[src/common/trace_pkg.sv]
// shared widths, codes, register map and control word layout for the trace trigger
package trace_pkg;

  localparam int data_w  = 32;  // axi data width
  localparam int addr_w  = 8;   // byte address
  localparam int buf_w   = 64;  // history depth in bits
  localparam int rules   = 8;
  localparam int count_w = 8;
  localparam int trace_w = 4;

  // trace port width codes, 3 acts as width_4
  localparam logic [1:0] width_1 = 2'd0;
  localparam logic [1:0] width_2 = 2'd1;
  localparam logic [1:0] width_4 = 2'd2;

  localparam logic [1:0] resp_okay   = 2'd0;
  localparam logic [1:0] resp_slverr = 2'd2;

  // register byte addresses
  localparam logic [addr_w-1:0] addr_ctrl      = 8'h00;
  localparam logic [addr_w-1:0] addr_status    = 8'h04;  // read only
  localparam logic [addr_w-1:0] addr_mbuf_lo   = 8'h08;  // read only
  localparam logic [addr_w-1:0] addr_mbuf_hi   = 8'h0C;  // read only
  localparam logic [addr_w-1:0] addr_count_lo  = 8'h10;  // rules 0..3
  localparam logic [addr_w-1:0] addr_count_hi  = 8'h14;  // rules 4..7
  localparam logic [addr_w-1:0] addr_rule_base = 8'h40;  // 16 bytes per rule

  // bus slave states
  localparam logic [1:0] st_idle  = 2'd0;
  localparam logic [1:0] st_wresp = 2'd1;
  localparam logic [1:0] st_rresp = 2'd2;

  // control word, seen either as the bus word or as its fields
  typedef union packed {
    logic [data_w-1:0] raw;
    struct packed {
      logic [data_w-13:0] reserved;
      logic               clear;          // self-clearing, never stored
      logic               toggle_mode;
      logic [1:0]         width_code;
      logic [rules-1:0]   pattern_enable;
    } fields;
  } ctrl_word_u;

endpackage

[src/logic/axi_lite_slave.sv]
// AXI4-Lite slave front end, turns each accepted transaction into one register strobe
`timescale 1ns/100ps

module axi_lite_slave
  import trace_pkg::*;
(
  input  logic              ext_clock,
  input  logic              resetn,
  // write address and data
  input  logic [addr_w-1:0] awaddr,
  input  logic              awvalid,
  output logic              awready,
  input  logic [data_w-1:0] wdata,
  input  logic              wvalid,
  output logic              wready,
  // write response
  output logic [1:0]        bresp,
  output logic              bvalid,
  input  logic              bready,
  // read address and data
  input  logic [addr_w-1:0] araddr,
  input  logic              arvalid,
  output logic              arready,
  output logic [data_w-1:0] rdata,
  output logic [1:0]        rresp,
  output logic              rvalid,
  input  logic              rready,
  // register side
  output logic [addr_w-1:0] reg_addr,
  output logic [data_w-1:0] reg_wdata,
  output logic              reg_write,
  output logic              reg_read,
  input  logic [data_w-1:0] reg_rdata,
  input  logic [1:0]        reg_resp
);

  logic [1:0] state;
  logic       write_go;
  logic       read_go;

  // accept only when address and data are both offered, write first
  assign write_go = (state == st_idle) && awvalid && wvalid;
  assign read_go  = (state == st_idle) && !write_go && arvalid;

  assign awready = write_go;
  assign wready  = write_go;
  assign arready = read_go;

  assign reg_write = write_go;  // single-cycle strobes
  assign reg_read  = read_go;
  assign reg_addr  = write_go ? awaddr : araddr;
  assign reg_wdata = wdata;

  assign bvalid = (state == st_wresp);
  assign rvalid = (state == st_rresp);

  always_ff @(posedge ext_clock or negedge resetn) begin
    if (!resetn) begin
      state <= st_idle;
    end else begin
      case (state)
        st_idle: begin
          if (write_go) begin
            state <= st_wresp;
          end else if (read_go) begin
            state <= st_rresp;
          end
        end
        st_wresp: begin
          if (bready) begin
            state <= st_idle;  // response taken
          end
        end
        st_rresp: begin
          if (rready) begin
            state <= st_idle;
          end
        end
        default: state <= st_idle;
      endcase
    end
  end

  // response payload, held stable while waiting for ready
  always_ff @(posedge ext_clock) begin
    if (write_go) begin
      bresp <= reg_resp;
    end
    if (read_go) begin
      rdata <= reg_rdata;
      rresp <= reg_resp;
    end
  end

endmodule

[src/logic/trace_regs.sv]
// register file for the trace trigger, holds control and rule words and builds readback
`timescale 1ns/100ps

module trace_regs
  import trace_pkg::*;
(
  input  logic                     ext_clock,
  input  logic                     resetn,
  input  logic [addr_w-1:0]        reg_addr,
  input  logic [data_w-1:0]        reg_wdata,
  input  logic                     reg_write,
  input  logic                     reg_read,
  input  logic [rules-1:0]         match_status,
  input  logic [buf_w-1:0]         match_buffer,
  input  logic [rules*count_w-1:0] counts,
  output logic [data_w-1:0]        reg_rdata,
  output logic [1:0]               reg_resp,
  output logic [rules-1:0]         pattern_enable,
  output logic [1:0]               width_code,
  output logic                     toggle_mode,
  output logic                     clear,
  output logic [rules*buf_w-1:0]   patterns,
  output logic [rules*buf_w-1:0]   masks
);

  ctrl_word_u ctrl_q;
  ctrl_word_u wr_word;
  ctrl_word_u ctrl_next;

  logic [data_w-1:0]            rule_words [rules*4];  // pat lo, pat hi, mask lo, mask hi
  logic [addr_w-1:0]            rule_off;
  logic [$clog2(rules*4)-1:0]   rule_idx;
  logic                         rule_sel;
  logic                         ctrl_sel;
  logic                         ro_sel;
  logic                         clear_q;

  assign wr_word  = reg_wdata;
  assign rule_off = reg_addr - addr_rule_base;
  assign rule_idx = rule_off[$clog2(rules*4)+1:2];

  // address decode
  assign ctrl_sel = (reg_addr == addr_ctrl);
  assign rule_sel = (reg_addr >= addr_rule_base) && (rule_off < rules*16) &&
                    (reg_addr[1:0] == 2'b00);
  assign ro_sel   = reg_addr inside {addr_status, addr_mbuf_lo, addr_mbuf_hi,
                                     addr_count_lo, addr_count_hi};

  always_comb begin
    ctrl_next = wr_word;
    ctrl_next.fields.clear = 1'b0;  // clear only acts as a pulse
  end

  always_ff @(posedge ext_clock or negedge resetn) begin
    if (!resetn) begin
      ctrl_q  <= '0;
      clear_q <= 1'b0;
      for (int i = 0; i < rules*4; i++) begin
        rule_words[i] <= '0;
      end
    end else begin
      clear_q <= reg_write && ctrl_sel && wr_word.fields.clear;
      if (reg_write && ctrl_sel) begin
        ctrl_q <= ctrl_next;
      end
      if (reg_write && rule_sel) begin
        rule_words[rule_idx] <= reg_wdata;
      end
    end
  end

  // read mux, unmapped reads give zero
  always_comb begin
    case (reg_addr)
      addr_ctrl:     reg_rdata = ctrl_q.raw;
      addr_status:   reg_rdata = data_w'(match_status);
      addr_mbuf_lo:  reg_rdata = match_buffer[data_w-1:0];
      addr_mbuf_hi:  reg_rdata = match_buffer[buf_w-1:data_w];
      addr_count_lo: reg_rdata = counts[data_w-1:0];
      addr_count_hi: reg_rdata = counts[2*data_w-1:data_w];
      default:       reg_rdata = rule_sel ? rule_words[rule_idx] : '0;
    endcase
  end

  always_comb begin
    reg_resp = resp_okay;
    if (reg_write && !(ctrl_sel || rule_sel)) begin
      reg_resp = resp_slverr;  // read-only or unmapped
    end else if (reg_read && !(ctrl_sel || rule_sel || ro_sel)) begin
      reg_resp = resp_slverr;
    end
  end

  assign pattern_enable = ctrl_q.fields.pattern_enable;
  assign width_code     = ctrl_q.fields.width_code;
  assign toggle_mode    = ctrl_q.fields.toggle_mode;
  assign clear          = clear_q;

  for (genvar g = 0; g < rules; g++) begin : g_rule
    assign patterns[g*buf_w +: buf_w] = {rule_words[4*g+1], rule_words[4*g]};
    assign masks[g*buf_w +: buf_w]    = {rule_words[4*g+3], rule_words[4*g+2]};
  end

endmodule

[src/trigger/trace_shift_buffer.sv]
// trace history shift register, takes 1, 2 or 4 new bits per enabled beat
`timescale 1ns/100ps

module trace_shift_buffer
  import trace_pkg::*;
(
  input  logic               ext_clock,
  input  logic               resetn,
  input  logic               clear,
  input  logic [trace_w-1:0] trace_data,
  input  logic               trace_enable,
  input  logic [1:0]         width_code,
  output logic [buf_w-1:0]   history
);

  logic [buf_w-1:0] history_next;

  // newest bits enter at the lsb end
  always_comb begin
    case (width_code)
      width_1: history_next = {history[buf_w-2:0], trace_data[0]};
      width_2: history_next = {history[buf_w-3:0], trace_data[1:0]};
      default: history_next = {history[buf_w-trace_w-1:0], trace_data};  // 4-bit port
    endcase
  end

  always_ff @(posedge ext_clock or negedge resetn) begin
    if (!resetn) begin
      history <= '0;
    end else if (clear) begin
      history <= '0;
    end else if (trace_enable) begin
      history <= history_next;
    end
  end

endmodule

[src/trigger/trace_matcher.sv]
// masked pattern compare over all rules, drives the trigger and latches the last match
`timescale 1ns/100ps

module trace_matcher
  import trace_pkg::*;
(
  input  logic                   ext_clock,
  input  logic                   resetn,
  input  logic                   clear,
  input  logic [buf_w-1:0]       history,
  input  logic [rules*buf_w-1:0] patterns,
  input  logic [rules*buf_w-1:0] masks,
  input  logic [rules-1:0]       pattern_enable,
  input  logic                   toggle_mode,
  output logic [rules-1:0]       hits,
  output logic                   trig_out,
  output logic [rules-1:0]       match_status,
  output logic [buf_w-1:0]       match_buffer
);

  logic [rules-1:0] hit_now;
  logic             any_hit;

  // a rule hits when every masked bit agrees with its pattern
  always_comb begin
    for (int i = 0; i < rules; i++) begin
      hit_now[i] = pattern_enable[i] &&
                   (((history ^ patterns[i*buf_w +: buf_w]) & masks[i*buf_w +: buf_w]) == '0);
    end
  end

  assign any_hit = |hit_now;

  always_ff @(posedge ext_clock or negedge resetn) begin
    if (!resetn) begin
      hits         <= '0;
      trig_out     <= 1'b0;
      match_status <= '0;
      match_buffer <= '0;
    end else if (clear) begin
      hits         <= '0;  // drops the hit in flight
      trig_out     <= 1'b0;
      match_status <= '0;
      match_buffer <= '0;
    end else begin
      hits <= hit_now;
      if (toggle_mode) begin
        if (any_hit) begin
          trig_out <= ~trig_out;  // one flip per hit cycle
        end
      end else begin
        trig_out <= any_hit;
      end
      if (any_hit) begin
        match_status <= hit_now;
        match_buffer <= history;  // snapshot at match
      end
    end
  end

endmodule

[src/trigger/match_counters.sv]
// per-rule hit counters that stop at full scale, zeroed by clear
`timescale 1ns/100ps

module match_counters
  import trace_pkg::*;
(
  input  logic                     ext_clock,
  input  logic                     resetn,
  input  logic                     clear,
  input  logic [rules-1:0]         hits,
  output logic [rules*count_w-1:0] counts
);

  for (genvar g = 0; g < rules; g++) begin : g_cnt
    logic [count_w-1:0] cnt;

    always_ff @(posedge ext_clock or negedge resetn) begin
      if (!resetn) begin
        cnt <= '0;
      end else if (clear) begin
        cnt <= '0;
      end else if (hits[g] && (cnt != {count_w{1'b1}})) begin
        cnt <= cnt + 1'b1;  // saturates at 255
      end
    end

    assign counts[g*count_w +: count_w] = cnt;
  end

endmodule

[src/logic/trace_trigger_top.sv]
// top level of the trace trigger, connects the AXI4-Lite slave, registers and match path
`timescale 1ns/100ps

module trace_trigger_top
  import trace_pkg::*;
(
  input  logic               ext_clock,
  input  logic               resetn,
  input  logic [addr_w-1:0]  awaddr,
  input  logic               awvalid,
  output logic               awready,
  input  logic [data_w-1:0]  wdata,
  input  logic               wvalid,
  output logic               wready,
  output logic [1:0]         bresp,
  output logic               bvalid,
  input  logic               bready,
  input  logic [addr_w-1:0]  araddr,
  input  logic               arvalid,
  output logic               arready,
  output logic [data_w-1:0]  rdata,
  output logic [1:0]         rresp,
  output logic               rvalid,
  input  logic               rready,
  input  logic [trace_w-1:0] trace_data,
  input  logic               trace_enable,
  output logic               trig_out
);

  logic [addr_w-1:0]        reg_addr;
  logic [data_w-1:0]        reg_wdata;
  logic                     reg_write;
  logic                     reg_read;
  logic [data_w-1:0]        reg_rdata;
  logic [1:0]               reg_resp;
  logic [rules-1:0]         pattern_enable;
  logic [1:0]               width_code;
  logic                     toggle_mode;
  logic                     clear;
  logic [rules*buf_w-1:0]   patterns;
  logic [rules*buf_w-1:0]   masks;
  logic [buf_w-1:0]         history;
  logic [rules-1:0]         hits;
  logic [rules-1:0]         match_status;
  logic [buf_w-1:0]         match_buffer;
  logic [rules*count_w-1:0] counts;

  axi_lite_slave u_axi (.*);

  trace_regs u_regs (.*);

  trace_shift_buffer u_shift (.*);

  trace_matcher u_match (.*);

  match_counters u_count (.*);

endmodule

[config.mk]
export PLATFORM = sky130hd
export DESIGN_NAME = trace_trigger_top
export DESIGN_NICKNAME = d
export VERILOG_FILES = /design/src/common/trace_pkg.sv /design/src/logic/axi_lite_slave.sv /design/src/logic/trace_regs.sv /design/src/trigger/trace_shift_buffer.sv /design/src/trigger/trace_matcher.sv /design/src/trigger/match_counters.sv /design/src/logic/trace_trigger_top.sv
export SDC_FILE = /design/constraint.sdc
export NUM_CORES = 2
export LEC_CHECK = 0
export BUFFER_PORTS_ARGS = -buffer_cell sky130_fd_sc_hd__buf_2
export CAP_MARGIN = 20
export CORE_MARGIN = 4
export CORE_UTILIZATION = 45
export DETAILED_ROUTE_END_ITERATION = 6
export PLACE_DENSITY = 0.57
export SYNTH_ARGS = -nofsm -noshare
export SYNTH_HDL_FRONTEND = slang
export SYNTH_HIERARCHICAL = 1
export SYNTH_SLANG_ARGS = --single-unit
[constraint.sdc]
create_clock -name ext_clock -period 4.3 [get_ports ext_clock]
set_input_delay 0 -clock ext_clock [delete_from_list [all_inputs] [get_ports ext_clock]]
set_output_delay 0 -clock ext_clock [all_outputs]
set_load 0.005 [all_outputs]
==> insert_results.sql <==
INSERT INTO impl_metrics (metric_group, metric, value, unit) VALUES
('outcome', 'run_status', 'finished, violations left', ''),
('outcome', 'violations', 'negative setup slack', ''),
('cts', 'clock_insertion_delay_at_the_later_pin_of_the_skew_report', '830', 'ps'),
('routing', 'drt_first_pass_iters', '7', ''),
('routing', 'route.vias.total', '51835', ''),
('layout', 'synthToLayoutAreaGrowth', '12.88', '%'),
('timing', 'fin_skew', '43.84', 'ps'),
('floorplan', 'initial_core_utilization', '45.38', '%'),
('global_routing', 'grt_first_pass_wirelength', '419300', 'µm'),
('synth', 'netlist_area', '70070', 'µm²'),
('min_path', 'hp-start', 'wdata[23]', ''),
('placed_design', 'place_ws', '-248.6', 'ps'),
('cts', 'clock_path_buffers', '3', ''),
('routing', 'drt_drc_violations_left', '0', ''),
('cts', 'cts.root.buffer_cell', 'sky130_fd_sc_hd__clkbuf_16', ''),
('worst_setup_path', 'timing.reg2reg.setup_slack', '-100', 'ps'),
('global_routing', 'grt_pass1_vias', '49924', ''),
('placed_design', 'io_buffers', '101', ''),
('synth', 'cell_types_with_the_largest_area_share_after_synthesis', 'sky130_fd_sc_hd__dfrtp_1, sky130_fd_sc_hd__mux2_2, sky130_fd_sc_hd__xor2_1', ''),
('power', 'powerDensity', '437.1', 'nW/µm²'),
('synth', 'async_flop_share', '97.24', '%'),
('floorplan', 'ioPinCount', '102', ''),
('timing', 'grt_setup_unrepaired', 'false', ''),
('placed_design', 'gp_routability_congestion', '1.016', ''),
('min_path', 'holdPathStages', '3', ''),
('power', 'max-vdd-ir-drop', '467.6', 'µV'),
('cts', 'tritoncts', 'built', ''),
('worst_setup_path', 'critical_path_arrival', '5070', 'ps'),
('synth', 'synth.largest_area_cell', 'sky130_fd_sc_hd__dfrtp_1', ''),
('min_path', 'worst_hold_path.endpoint', 'u_regs/masks[407]$_DFFE_PN0P_', ''),
('global_routing', 'grt_antenna_before_repair', '30', ''),
('cts', 'numClockSinks', '1303', ''),
('synth', 'post_synth_inst_count', '5360', ''),
('worst_setup_path', 'worstSetupStartpointType', 'flop', ''),
('power', 'power.total', '0.03458', 'W'),
('placed_design', 'post-dp-hpwl', '208900', 'µm'),
('flow_run', 'max_cap_viol_count', '0', ''),
('layout', 'instances_no_fill', '7667', ''),
('worst_setup_path', 'critical_path_class', 'flop to flop', ''),
('synth', 'synth_seq_area_share', '46.79', '%'),
('floorplan', 'die-width', '402.6', 'µm'),
('timing', 'tns', '-267.7', 'ps'),
('timing', 'fmax', '0.2275', 'GHz'),
('worst_setup_path', 'ff2ff_path_depth', '10', ''),
('cts', 'ctsHtreeMaxLevel', '4', ''),
('global_routing', 'total_routing_usage_gr', '37.07', '%'),
('layout', 'most-common-layout-cells', 'sky130_fd_sc_hd__dfrtp_1, sky130_fd_sc_hd__mux2_2, sky130_fd_sc_hd__xor2_1', ''),
('routing', 'wirelength', '305500', 'µm'),
('timing', 'post-route-worst-setup-slack', '-95.25', 'ps'),
('global_routing', 'grt_start_max_net_pins', '158', ''),
('worst_setup_path', 'worst_r2r_endpoint', 'u_axi/rdata[3]$_DFFE_PP_', ''),
('worst_setup_path', 'end_kind', 'flop', ''),
('routing', 'first_iter_violations', '7375', ''),
('timing', 'final-max-slew-violation-count', '0', ''),
('placed_design', 'placed_cells', '7353', ''),
('timing', 'relSlewSlack', '17.37', '%'),
('layout', 'num-nets-final', '5562', ''),
('power', 'cellLeakagePower', '38.59', 'nW'),
('synth', 'synth.ff_latch_count', '1303', ''),
('timing', 'final_hold_viol_count', '0', ''),
('routing', 'post_drt_wl_per_cell', '39.85', 'µm'),
('synth', 'yosysUniqueCellTypes', '88', ''),
('routing', 'final_antenna_net_count', '0', ''),
('worst_setup_path', 'timing.critical_path.fanout_max', '20', ''),
('worst_setup_path', 'r2r_start', 'u_axi/state[0]$_DFFE_PN0P_', ''),
('layout', 'final_layout_size_suffix_gt1_share', '39.35', '%'),
('floorplan', 'row_count', '144', ''),
('layout', 'final_cell_area', '79100', 'µm²'),
('floorplan', 'floorplan.die_area', '162100', 'µm²'),
('timing', 'setup_viol_count_final', '5', ''),
('floorplan', 'chipHeight', '402.6', 'µm');
cells by family after synthesis:
logic type	share of synthesized area, %
AOI/OAI and AO/OA	8.642
xor gates and xnor gates	6.399
adders and majority gates	0.1607
buffers and inverters	4.725
DFF	46.79
muxes	27.22
other	0.005351
and+or+nand+nor	6.058
worst max-delay path, cell delays in order (launching register included):
cell	delay, ps
sky130_fd_sc_hd__dfrtp_1	460
sky130_fd_sc_hd__nor3_4	220
sky130_fd_sc_hd__buf_4	370
sky130_fd_sc_hd__mux2_2	560
sky130_fd_sc_hd__buf_4	430
sky130_fd_sc_hd__nor2b_1	320
sky130_fd_sc_hd__buf_4	230
sky130_fd_sc_hd__a221oi_1	150
sky130_fd_sc_hd__o21ai_1	380
sky130_fd_sc_hd__nor3b_1	840
sky130_fd_sc_hd__a211o_1	220
Yosys cell counts, types with 69 or more instances:
| cell | count |
|---|---|
| sky130_fd_sc_hd__a21oi_1 | 135 |
| sky130_fd_sc_hd__a22oi_1 | 296 |
| sky130_fd_sc_hd__buf_2 | 135 |
| sky130_fd_sc_hd__buf_4 | 112 |
| sky130_fd_sc_hd__buf_6 | 71 |
| sky130_fd_sc_hd__clkbuf_1 | 172 |
| sky130_fd_sc_hd__dfrtp_1 | 1267 |
| sky130_fd_sc_hd__mux2_2 | 1077 |
| sky130_fd_sc_hd__mux2i_1 | 204 |
| sky130_fd_sc_hd__mux4_2 | 195 |
| sky130_fd_sc_hd__nand2_1 | 150 |
| sky130_fd_sc_hd__nand3_1 | 82 |
| sky130_fd_sc_hd__nand4_1 | 72 |
| sky130_fd_sc_hd__nor2_1 | 73 |
| sky130_fd_sc_hd__o21ai_1 | 69 |
| sky130_fd_sc_hd__xor2_1 | 512 |
repair_timing:
item                        CTS  global route
setup endpoints to repair     7             3
setup buffers                 0             0
pin swaps                     0             0
hold endpoints to repair   1022             6
cloned                        1             0
hold buffers                 27             1
resized for setup             7             5
through the flow:
step	util [%]	hold WS (ps)
after CTS	51.17	3.527
after detailed placement	47.69	66.51
after global routing	51.21	34.71
final	51.23	48.02
after floorplan	-	-295.6
after global placement	47.69	57.79
routing by layer:
layer / global-route usage [%] / routed length (µm)
met1: 50.44 / 121800
met4: 22.64 / 22820
met2: 52.27 / 127100
met5: 0 / 41
met3: 10.73 / 33810
how the worst max path moves through the flow:
stage	cells past startpoint	slack (ps)	from	to
after floorplan	4	460	u_axi/state[1]$_DFFE_PN0P_	u_axi/bresp[1]$_DFFE_PP_
after global placement	10	-620	u_axi/state[0]$_DFFE_PN0P_	u_axi/rdata[22]$_DFFE_PP_
after detailed placement	12	-250	u_axi/state[0]$_DFFE_PN0P_	u_axi/rdata[16]$_DFFE_PP_
after CTS	11	30	u_axi/state[0]$_DFFE_PN0P_	u_axi/rdata[9]$_DFFE_PP_
after global routing	14	10	awvalid	u_axi/rdata[24]$_DFFE_PP_
final	10	-100	u_axi/state[0]$_DFFE_PN0P_	u_axi/rdata[3]$_DFFE_PP_
power by group:
part	internal [W]	total [W]	switching, W
combinational	0.00243	0.00691	0.00449
clock	0.00784	0.0134	0.00552
sequential	0.0132	0.0143	0.00115
total	0.0234	0.0346	0.0112
state kept, by name (all words and copies together) (netlist names):
name                  cells
u_axi/bresp               2
u_axi/rdata              32
u_axi/rresp               2
u_axi/state               2
u_count/g_cnt.cnt        64
u_match/hits              8
u_match/match_buffer     64
u_match/match_status      8
u_match/trig_out          1
u_regs/clear              1
u_regs/ctrl_q            31
u_regs/masks            512
u_regs/patterns         512
u_shift/history          64
area by class of cell:
| type | count | area, µm² |
|---|---|---|
| sequential | 1303 | 32800 |
| clock buffer | 233 | 4523 |
| antenna | 12 | 30.03 |
| tap | 2044 | 2557 |
| clock inverter | 39 | 518.0 |
| timing repair buffer | 496 | 4390 |
| multi-input combinational | 3527 | 34240 |
| fill | 13404 | 75310 |
| inverter | 13 | 48.80 |
No activity file was read; power rests on OpenSTA's default activity.
